--- src/rtl/fetch_params.svh ---
`ifndef FETCH_PARAMS_SVH
`define FETCH_PARAMS_SVH

//////////////////////////////////////////////////////////////////////
// datapath widths
//////////////////////////////////////////////////////////////////////

// address and instruction word width
`define FETCH_XLEN 32

// table depths, both tables index through the same address view
`define FETCH_SETS 16
`define BTB_SETS 16

// number of interrupt request lines
`define IRQ_LINES 4

//////////////////////////////////////////////////////////////////////
// fixed addresses
//////////////////////////////////////////////////////////////////////

// first fetch after reset
`define RESET_VEC 32'h0000_0000
// vector table base and spacing in bytes
`define VEC_BASE 32'h0000_0100
`define VEC_STRIDE 32'd16

`endif

--- src/rtl/fetchPkg.sv ---
`include "fetch_params.svh"

package fetchPkg;

    //////////////////////////////////////////////////////////////////////
    // address decode
    //////////////////////////////////////////////////////////////////////

    // set index width, shared by cache and predictor
    localparam int IDX_W = $clog2(`FETCH_SETS);
    // what is left above index and byte offset
    localparam int TAG_W = `FETCH_XLEN - IDX_W - 2;

    // tag / index / byte offset split of a fetch address
    typedef struct packed {
        logic [TAG_W-1:0] tag;
        logic [IDX_W-1:0] index;
        logic [1:0]       offset;
    } fetchAddrS;

    // same word, flat or split
    typedef union packed {
        logic [`FETCH_XLEN-1:0] word;
        fetchAddrS              f;
    } fetchAddrU;

    //////////////////////////////////////////////////////////////////////
    // stage to stage bundles
    //////////////////////////////////////////////////////////////////////

    // IF/ID packet
    typedef struct packed {
        logic                   valid;
        logic [`FETCH_XLEN-1:0] pc;
        logic [`FETCH_XLEN-1:0] instr;
        logic                   predTaken;
    } fetchPktS;

    // branch outcome coming back from a later stage
    typedef struct packed {
        logic                   valid;
        logic [`FETCH_XLEN-1:0] pc;
        logic [`FETCH_XLEN-1:0] target;
        logic                   taken;
    } resolveS;

    // predictor answer for the current fetch address
    typedef struct packed {
        logic                   taken;
        logic [`FETCH_XLEN-1:0] target;
    } predictS;

    // interrupt vector redirect
    typedef struct packed {
        logic                   valid;
        logic [`FETCH_XLEN-1:0] addr;
    } redirectS;

endpackage

--- src/rtl/pcUpdate.sv ---
`timescale 1ns/1ps
`include "fetch_params.svh"

module pcUpdate
(
    input  logic                   Clk,
    input  logic                   arstN,
    input  logic                   flush,
    input  logic [`FETCH_XLEN-1:0] jmpAddr,
    input  logic                   idStall,
    input  fetchPkg::redirectS     redirect,
    input  fetchPkg::predictS      predict,
    input  logic                   hit,
    input  logic                   miss,
    input  logic [`FETCH_XLEN-1:0] instr,
    output logic [`FETCH_XLEN-1:0] fetchAddr,
    output fetchPkg::fetchPktS     fetchPkt
);

    // next fetch address
    logic [`FETCH_XLEN-1:0] nextAddr;
    // fetch address stays put
    logic holdPc;
    // current fetch is thrown away
    logic killPkt;

    // IF/ID register, valid bit apart from payload
    logic                   pktValid;
    logic [`FETCH_XLEN-1:0] pktPc;
    logic [`FETCH_XLEN-1:0] pktInstr;
    logic                   pktPredTaken;

    //////////////////////////////////////////////////////////////////////
    // next address select
    //////////////////////////////////////////////////////////////////////

    // miss waits for refill, stall waits for decode
    assign holdPc = miss || idStall;
    assign killPkt = redirect.valid || flush;

    // fixed priority: vector, flush, hold, predicted, sequential
    always_comb
    begin
        if (redirect.valid)
            nextAddr = redirect.addr;
        else if (flush)
            nextAddr = jmpAddr;
        else if (holdPc)
            nextAddr = fetchAddr;
        else if (predict.taken)
            nextAddr = predict.target;
        else
            nextAddr = fetchAddr + `FETCH_XLEN'(4);
    end

    always_ff @(posedge Clk or negedge arstN)
    begin
        if (!arstN)
            fetchAddr <= `RESET_VEC;
        else
            fetchAddr <= nextAddr;
    end

    //////////////////////////////////////////////////////////////////////
    // IF/ID register
    //////////////////////////////////////////////////////////////////////

    // redirect or flush beats the stall and leaves a bubble
    always_ff @(posedge Clk or negedge arstN)
    begin
        if (!arstN)
            pktValid <= 1'b0;
        else if (killPkt)
            pktValid <= 1'b0;
        else if (!idStall)
            pktValid <= hit;
    end

    // payload only moves on a real hit
    always_ff @(posedge Clk)
    begin
        if (!killPkt && !idStall && hit)
        begin
            pktPc        <= fetchAddr;
            pktInstr     <= instr;
            pktPredTaken <= predict.taken;
        end
    end

    assign fetchPkt = '{valid: pktValid, pc: pktPc, instr: pktInstr, predTaken: pktPredTaken};

    // never unknown while running
    assert property (@(posedge Clk) disable iff (!arstN) !$isunknown(fetchAddr));
    // jump, vector and predicted targets all land on word boundaries
    assert property (@(posedge Clk) disable iff (!arstN) fetchAddr[1:0] == 2'b00);

endmodule

--- src/rtl/branchPredictor.sv ---
`timescale 1ns/1ps
`include "fetch_params.svh"

module branchPredictor
(
    input  logic                   Clk,
    input  logic                   arstN,
    input  logic [`FETCH_XLEN-1:0] fetchAddr,
    input  fetchPkg::resolveS      resolve,
    output fetchPkg::predictS      predict
);

    // BTB entry fields, one array per field
    logic [`BTB_SETS-1:0]           btbValid;
    logic [fetchPkg::TAG_W-1:0]     btbTag    [`BTB_SETS];
    logic [`FETCH_XLEN-1:0]         btbTarget [`BTB_SETS];
    logic [1:0]                     btbCnt    [`BTB_SETS];

    // lookup side
    fetchPkg::fetchAddrU            lookAddr;
    logic [fetchPkg::IDX_W-1:0]     lookIdx;
    logic                           lookMatch;

    // training side
    fetchPkg::fetchAddrU            resAddr;
    logic [fetchPkg::IDX_W-1:0]     resIdx;
    logic                           resMatch;

    //////////////////////////////////////////////////////////////////////
    // lookup
    //////////////////////////////////////////////////////////////////////

    assign lookAddr.word = fetchAddr;
    assign lookIdx = lookAddr.f.index;
    assign lookMatch = btbValid[lookIdx] && (btbTag[lookIdx] == lookAddr.f.tag);

    // counter msb set means weakly or strongly taken
    assign predict = '{taken: lookMatch && btbCnt[lookIdx][1], target: btbTarget[lookIdx]};

    //////////////////////////////////////////////////////////////////////
    // training
    //////////////////////////////////////////////////////////////////////

    assign resAddr.word = resolve.pc;
    assign resIdx = resAddr.f.index;
    assign resMatch = btbValid[resIdx] && (btbTag[resIdx] == resAddr.f.tag);

    // only a taken branch claims an entry
    always_ff @(posedge Clk or negedge arstN)
    begin
        if (!arstN)
            btbValid <= '0;
        else if (resolve.valid && resolve.taken)
            btbValid[resIdx] <= 1'b1;
    end

    always_ff @(posedge Clk)
    begin
        if (resolve.valid)
        begin
            if (resolve.taken)
            begin
                // saturating increment on a hit
                if (resMatch)
                begin
                    if (btbCnt[resIdx] != 2'b11)
                        btbCnt[resIdx] <= btbCnt[resIdx] + 2'd1;
                end
                // new or evicted entry, start weakly taken
                else
                begin
                    btbTag[resIdx] <= resAddr.f.tag;
                    btbCnt[resIdx] <= 2'b10;
                end
                btbTarget[resIdx] <= resolve.target;
            end
            // not taken only weakens a matching entry
            else if (resMatch && btbCnt[resIdx] != 2'b00)
            begin
                btbCnt[resIdx] <= btbCnt[resIdx] - 2'd1;
            end
        end
    end

    // taken prediction needs a live entry under that index
    assert property (@(posedge Clk) disable iff (!arstN) predict.taken |-> btbValid[lookIdx]);

endmodule

--- src/rtl/instrCache.sv ---
`timescale 1ns/1ps
`include "fetch_params.svh"

module instrCache
(
    input  logic                   Clk,
    input  logic                   arstN,
    input  logic [`FETCH_XLEN-1:0] fetchAddr,
    output logic                   hit,
    output logic                   miss,
    output logic [`FETCH_XLEN-1:0] instr,
    output logic                   memReq,
    output logic [`FETCH_XLEN-1:0] memAddr,
    input  logic                   memValid,
    input  logic [`FETCH_XLEN-1:0] memData
);

    // one word per line
    logic [`FETCH_SETS-1:0]         cValid;
    logic [fetchPkg::TAG_W-1:0]     cTag  [`FETCH_SETS];
    logic [`FETCH_XLEN-1:0]         cData [`FETCH_SETS];

    // fetch side decode
    fetchPkg::fetchAddrU            rdAddr;
    logic [fetchPkg::IDX_W-1:0]     rdIdx;

    // refill side decode, from the latched request address
    fetchPkg::fetchAddrU            wrAddr;
    logic                           refillDone;

    //////////////////////////////////////////////////////////////////////
    // lookup
    //////////////////////////////////////////////////////////////////////

    assign rdAddr.word = fetchAddr;
    assign rdIdx = rdAddr.f.index;

    assign hit = cValid[rdIdx] && (cTag[rdIdx] == rdAddr.f.tag);
    assign miss = !hit;
    assign instr = cData[rdIdx];

    //////////////////////////////////////////////////////////////////////
    // refill
    //////////////////////////////////////////////////////////////////////

    // memory data lands on this edge
    assign refillDone = memReq && memValid;
    assign wrAddr.word = memAddr;

    // request level rises after a miss, drops with the data strobe
    always_ff @(posedge Clk or negedge arstN)
    begin
        if (!arstN)
            memReq <= 1'b0;
        else if (memReq)
            memReq <= !memValid;
        else
            memReq <= miss;
    end

    // address held steady for the whole request
    always_ff @(posedge Clk)
    begin
        if (!memReq && miss)
            memAddr <= fetchAddr;
    end

    always_ff @(posedge Clk or negedge arstN)
    begin
        if (!arstN)
            cValid <= '0;
        else if (refillDone)
            cValid[wrAddr.f.index] <= 1'b1;
    end

    always_ff @(posedge Clk)
    begin
        if (refillDone)
        begin
            cTag[wrAddr.f.index]  <= wrAddr.f.tag;
            cData[wrAddr.f.index] <= memData;
        end
    end

    // memory side must not answer without an open request
    assert property (@(posedge Clk) disable iff (!arstN) memValid |-> memReq);
    // refilled line reads back as a hit while the fetch stays on it
    assert property (@(posedge Clk) disable iff (!arstN)
        refillDone |=> hit || fetchAddr != $past(memAddr));

endmodule

--- src/rtl/vectorCtrl.sv ---
`timescale 1ns/1ps
`include "fetch_params.svh"

module vectorCtrl
(
    input  logic                  Clk,
    input  logic                  arstN,
    input  logic [`IRQ_LINES-1:0] irq,
    output fetchPkg::redirectS    redirect
);

    localparam int IRQ_W = $clog2(`IRQ_LINES);

    // requests seen but not yet vectored
    logic [`IRQ_LINES-1:0] pending;
    // lowest pending line this cycle
    logic                  pickAny;
    logic [IRQ_W-1:0]      pickIdx;
    logic [`IRQ_LINES-1:0] clearMask;

    // registered redirect
    logic                  redValid;
    logic [IRQ_W-1:0]      redIdx;

    //////////////////////////////////////////////////////////////////////
    // priority pick
    //////////////////////////////////////////////////////////////////////

    // scan downward so the lowest set bit wins
    always_comb
    begin
        pickAny = 1'b0;
        pickIdx = '0;
        for (int i = `IRQ_LINES - 1; i >= 0; i--)
        begin
            if (pending[i])
            begin
                pickAny = 1'b1;
                pickIdx = IRQ_W'(i);
            end
        end
    end

    assign clearMask = pickAny ? (`IRQ_LINES'(1) << pickIdx) : '0;

    // new pulses merge in while the picked bit clears
    always_ff @(posedge Clk or negedge arstN)
    begin
        if (!arstN)
        begin
            pending  <= '0;
            redValid <= 1'b0;
        end
        else
        begin
            pending  <= (pending & ~clearMask) | irq;
            redValid <= pickAny;
        end
    end

    always_ff @(posedge Clk)
    begin
        if (pickAny)
            redIdx <= pickIdx;
    end

    // vector entry address
    assign redirect = '{valid: redValid, addr: `VEC_BASE + `FETCH_XLEN'(redIdx) * `VEC_STRIDE};

    // back to back redirects must come from different lines
    assert property (@(posedge Clk) disable iff (!arstN)
        redValid ##1 redValid |-> redIdx != $past(redIdx));

endmodule

--- src/rtl/fetchTop.sv ---
`timescale 1ns/1ps
`include "fetch_params.svh"

module fetchTop
(
    input  logic                   Clk,
    input  logic                   arstN,
    input  logic                   flush,
    input  logic [`FETCH_XLEN-1:0] jmpAddr,
    input  logic                   idStall,
    input  fetchPkg::resolveS      resolve,
    input  logic [`IRQ_LINES-1:0]  irq,
    output logic                   memReq,
    output logic [`FETCH_XLEN-1:0] memAddr,
    input  logic                   memValid,
    input  logic [`FETCH_XLEN-1:0] memData,
    output fetchPkg::fetchPktS     fetchPkt
);

    //////////////////////////////////////////////////////////////////////
    // internal nets
    //////////////////////////////////////////////////////////////////////

    // current fetch address, to cache and predictor
    logic [`FETCH_XLEN-1:0] fetchAddr;
    // same cycle cache answer
    logic                   hit;
    logic                   miss;
    logic [`FETCH_XLEN-1:0] instr;
    // predictor answer
    fetchPkg::predictS      predict;
    // interrupt vector
    fetchPkg::redirectS     redirect;

    pcUpdate i_pcUpdate
    (
        .Clk       (Clk),
        .arstN     (arstN),
        .flush     (flush),
        .jmpAddr   (jmpAddr),
        .idStall   (idStall),
        .redirect  (redirect),
        .predict   (predict),
        .hit       (hit),
        .miss      (miss),
        .instr     (instr),
        .fetchAddr (fetchAddr),
        .fetchPkt  (fetchPkt)
    );

    branchPredictor i_branchPredictor
    (
        .Clk       (Clk),
        .arstN     (arstN),
        .fetchAddr (fetchAddr),
        .resolve   (resolve),
        .predict   (predict)
    );

    instrCache i_instrCache
    (
        .Clk       (Clk),
        .arstN     (arstN),
        .fetchAddr (fetchAddr),
        .hit       (hit),
        .miss      (miss),
        .instr     (instr),
        .memReq    (memReq),
        .memAddr   (memAddr),
        .memValid  (memValid),
        .memData   (memData)
    );

    vectorCtrl i_vectorCtrl
    (
        .Clk       (Clk),
        .arstN     (arstN),
        .irq       (irq),
        .redirect  (redirect)
    );

endmodule

--- config.mk ---
export PLATFORM = sky130hd
export DESIGN_NAME = fetchTop
export DESIGN_NICKNAME = d
export VERILOG_FILES = /design/src/rtl/fetchPkg.sv /design/src/rtl/pcUpdate.sv /design/src/rtl/branchPredictor.sv /design/src/rtl/instrCache.sv /design/src/rtl/vectorCtrl.sv /design/src/rtl/fetchTop.sv
export VERILOG_INCLUDE_DIRS = /design/src /design/src/rtl
export SDC_FILE = /design/constraint.sdc
export NUM_CORES = 2
export LEC_CHECK = 0
export ABC_CLOCK_PERIOD_IN_PS = 7800
export BUFFER_PORTS_ARGS = -buffer_cell sky130_fd_sc_hd__buf_2
export CAP_MARGIN = 20
export CORE_ASPECT_RATIO = 0.5
export CORE_MARGIN = 4
export CORE_UTILIZATION = 55
export CTS_BUF_LIST = sky130_fd_sc_hd__clkbuf_2
export DETAILED_ROUTE_END_ITERATION = 16
export HOLD_SLACK_MARGIN = 0.02
export PLACE_DENSITY = 0.83
export SLEW_MARGIN = 20
export SYNTH_ARGS = -nofsm -noshare
export SYNTH_HDL_FRONTEND = slang
export SYNTH_SLANG_ARGS = --single-unit
--- constraint.sdc ---
create_clock -name Clk -period 7.8 [get_ports Clk]
set_input_delay 1.56 -clock Clk [delete_from_list [all_inputs] [get_ports Clk]]
set_output_delay 1.56 -clock Clk [all_outputs]
set_load 0.005 [all_outputs]
==> metrics list <==
- Routed WL: 218 mm
- In this run, synthesis produced a sequential element count of 2,058.
- Share of final-layout standard cells stronger than drive strength 1: 36.4%
- The clock reaches the later pin of the worst-skew pair after 1.58 ns.
- The top cell types in the final layout, fill and taps aside, are 1,987 x edfxtp_1, 626 x mux4_2, 626 x clkbuf_2.
- Count of non-filler cells in the finished layout: 6,792
* Number of cells upsized or downsized after cts: 0
- The first global-routing pass estimated 317 mm of wire.
- Setup repair bufs after CTS: 0
* Post-Route Skew: 0.311 ns
- STA classifies the critical path startpoint as a register.
* Peak supply drop: 0.000120 V
- At the worst endpoint, the arrival time is 7.33 ns.
* Average vias per placed instance: 6.68
* Worst relative slew slack: 23.9%
- Synthesis instantiated 82 different standard cells from the library.
- At the pin with the least slew margin, the transition time is 1.14 ns.
- Final net count: 4,634
- Initial antenna violation count: 27
- A synthesized cell averages 21.3 um^2.
- Of the total power, the share spent switching nets is 23.9%.
- Summing every instance area after synthesis gives 83,900 um^2.
- Across the run, the number of max-cap violations was 0.
- Setup violations remaining at the end of the flow were counted as 0.
- CP max FO: 67
- Fill cells in the final layout number 10,088.
- When the netlist entered floorplanning its net count stood at 4,087.
- Std-Cell Core Area: 150,000 um^2
- Final clock period utilization by the worst path: 82.0%
* Internal Power: 14,900 uW
- The root buffer cell chosen for the clock tree is clkbuf_2.
* Aggregate global-route resource usage: 27.2%
* Slowest stage cell on the critical path: dfrtp_4
- The count of nets left with antenna violations once routing finished came out at 0.
* Proportion of register bits with asynchronous set or reset after synthesis: 3.45%
- Counting along the longest clock path gives a buffer depth of 4.
* Count of hold buffers inserted by post-cts repair: 0
* Pin count of the biggest net entering global routing: 119
- Count of TritonRoute iterations in the first routing pass: 9
- The number of clock buffers added by TritonCTS is 424.
- For the finished layout, the period the worst path requires is 6.40 ns.
* Data required, critical path: 8.73 ns
* Depth of the CTS H-tree: 5
- In this run, the number of DRC markers left after iteration 0 of detailed routing was 7,266.
* Post-Place Cells: 6,055
- Dividing the detail-routed wire length by the instance count gives 32.1 um.
- Among cell families on the critical path, the largest total delay comes from simple AND/OR/NAND/NOR gates.
- Overall die height: 284 um
- For this run, the number of Yosys warnings is 0.
- Synthesis produced a netlist whose cell count is 3,945.
- Final-report max-slew violation count: 0
- The total count of hold-check failures in the final report came to 0.
- Comb pwr share: 4.6%
* Boundary Pins: 238
* Critical path buffers and inverters: 2
- Leftover overflow at the end of global routing: 0
- The initialized floorplan defines 100 standard-cell rows.
* Share of power burned in the clock network: 32.2%
* Total negative slack: 0 ns
* Clock-pin slew on the worst setup and hold paths: 0.13 ns
* Final Wtd Congestion: 0.931
- Static timing analysis puts the maximum clock frequency at 0.156 GHz.
- Worst stage delay on the critical path: 1.06 ns
- The die covers 159,000 um^2.
* Worst setup EP type: register
* Most used flip-flop cell after synthesis: edfxtp_1
* Worst hold-check path type: input port to async pin
* Number of clock sinks seen by CTS: 2,058
* Post-Route Hold Slack: 0.166 ns
- The flow ran to the end, and the final reports show no timing, DRC or antenna violations.
* Number of flops mapped to enable cells by yosys: 1,987
* Share of total power in sequential cells: 63.2%
* Leakage: 0.0293 uW
- WS Path Type: register to register
- Area growth from synthesis to final layout: 8.93%
* Die extent in x: 560 um
* Switching power: 4680 uW
- Cell Chain, Critical Path: buf_12, mux4_2, mux4_2, xnor2_1, nand2_1, nor3_1, nand4b_1, or4_1, nor2_4, buf_12
* Setup repair after global routing missed its margin: no
- Number of remaining DRC errors: 0
- Of the synthesized area, sequential elements account for 73.3%.
- Across all layers, the routed design uses 45,373 vias.
- Dividing total power by cell area gives a power density of 214 nW/um^2.
- The count of buffers added on input and output ports is 235.
- The placed instances occupy a cell area of 87,700 um^2.
- Once detailed placement completed, the half-perimeter wirelength came to 125 mm.
* Most frequent standard cell in the layout excluding fill and tap cells: edfxtp_1
- TritonCTS built the clock tree.
- Cell area after layout: 91,300 um^2
- Once the floorplan was initialized, standard cells occupied 55.9% of the core.
- The number of global-route vias before repair was 46,955.
## power groups by stage
stage	combinational (uW)	clock, uW	sequential [uW]
finish	897	6290	12400
global route	942	6990	12400
CTS	882	6370	12400
detailed placement	880	0	12600
global placement	845	0	12600
floorplan	508	0	12600
## synthesized netlist by cell type, types with 27 or more instances
cell type	number	area share, %
a22oi_1	41	0.37
buf_2	72	0.43
clkbuf_1	99	0.44
dfrtp_1	71	2.1
edfxtp_1	1987	71
inv_1	27	0.12
mux2i_1	160	1.9
mux4_2	626	17
nand2_1	91	0.41
nand3_1	48	0.29
nor2_1	103	0.46
nor3_1	30	0.18
o21ai_0	35	0.21
or2_2	36	0.27
xnor2_1	69	0.72
## state kept, by name, summed over array words and instances (netlist names)
| register | count |
|---|---|
| i_instrCache.cData | 512 |
| i_instrCache.memAddr | 32 |
| i_pcUpdate.pktInstr | 32 |
| i_vectorCtrl.redValid | 1 |
| i_instrCache.cTag | 416 |
| i_instrCache.memReq | 1 |
| i_vectorCtrl.pending | 4 |
| i_instrCache.cValid | 16 |
| i_pcUpdate.fetchAddr | 32 |
| i_branchPredictor.btbValid | 16 |
| i_branchPredictor.btbTarget | 512 |
| i_branchPredictor.btbTag | 416 |
| i_pcUpdate.pktPredTaken | 1 |
| i_pcUpdate.pktPc | 32 |
| i_branchPredictor.btbCnt | 32 |
| i_vectorCtrl.redIdx | 2 |
| i_pcUpdate.pktValid | 1 |
## kinds of logic (layout without fill, tap and decap cells)
kind of cell,after synthesis,after routing,synth area share [%]
XOR/XNOR,77,77,0.804
buffers and inverters,261,1102,1.51
adder cells (fa/ha/maj),3,3,0.0448
AO/OA/AOI/OAI,282,282,2.51
multiplexers,811,811,19.1
other,0,17,0
flip-flops,2058,2058,73.3
AND/OR/NAND/NOR,453,453,2.80
## layout make-up
type                            instances  area, um^2  share of cell area (%)
Sequential cell                      2058       61500                    67.3
Multi-Input combinational cell       1626       21400                    23.4
Clock buffer                          626        3130                    3.43
Tap cell                             1989        2490                    2.72
Timing Repair Buffer                  351        2170                    2.38
Clock inverter                         94         513                   0.562
Inverter                               31         121                   0.133
Antenna cell                           17        42.5                  0.0466
## per-layer routing
metal / wire, um / vias to the layer above / share of wire [%] / track usage (%)
met4: 10100 / 6 / 4.6 / 11.7
met3: 29600 / 639 / 14 / 7.93
met2: 103000 / 3573 / 47 / 42.1
met1: 75100 / 23144 / 34 / 36.6
li1: - / 18011 / - / -
met5: 27 / - / 0.012 / 0
## through the flow
stage	util, %	worst slack [ns]	power (uW)
2_1_floorplan	-	1.25	13100
3_3_place_gp	58.4	1.28	13400
3_5_place_dp	58.4	1.21	13500
4_1_cts	60.8	1.52	19600
5_1_grt	60.8	1.23	20300
6_report	60.8	1.40	19500
## final timing paths
check	end	depth (start not counted)	slack, ns	startpoint
max	i_pcUpdate.pktInstr[22]	10	1.40	i_pcUpdate.fetchAddr[3]
min	i_instrCache.cValid[8]	1	0.17	arstN
max reg2reg	i_pcUpdate.pktInstr[22]	10	1.40	i_pcUpdate.fetchAddr[3]
min reg2reg	i_pcUpdate.fetchAddr[4]	2	0.37	i_vectorCtrl.redIdx[0]
max in group asynchronous	i_pcUpdate.fetchAddr[2]	1	6.77	arstN
min in group Clk	i_vectorCtrl.pending[3]	2	0.24	irq[3]
Note: power is estimated with default switching activity, not from simulation.
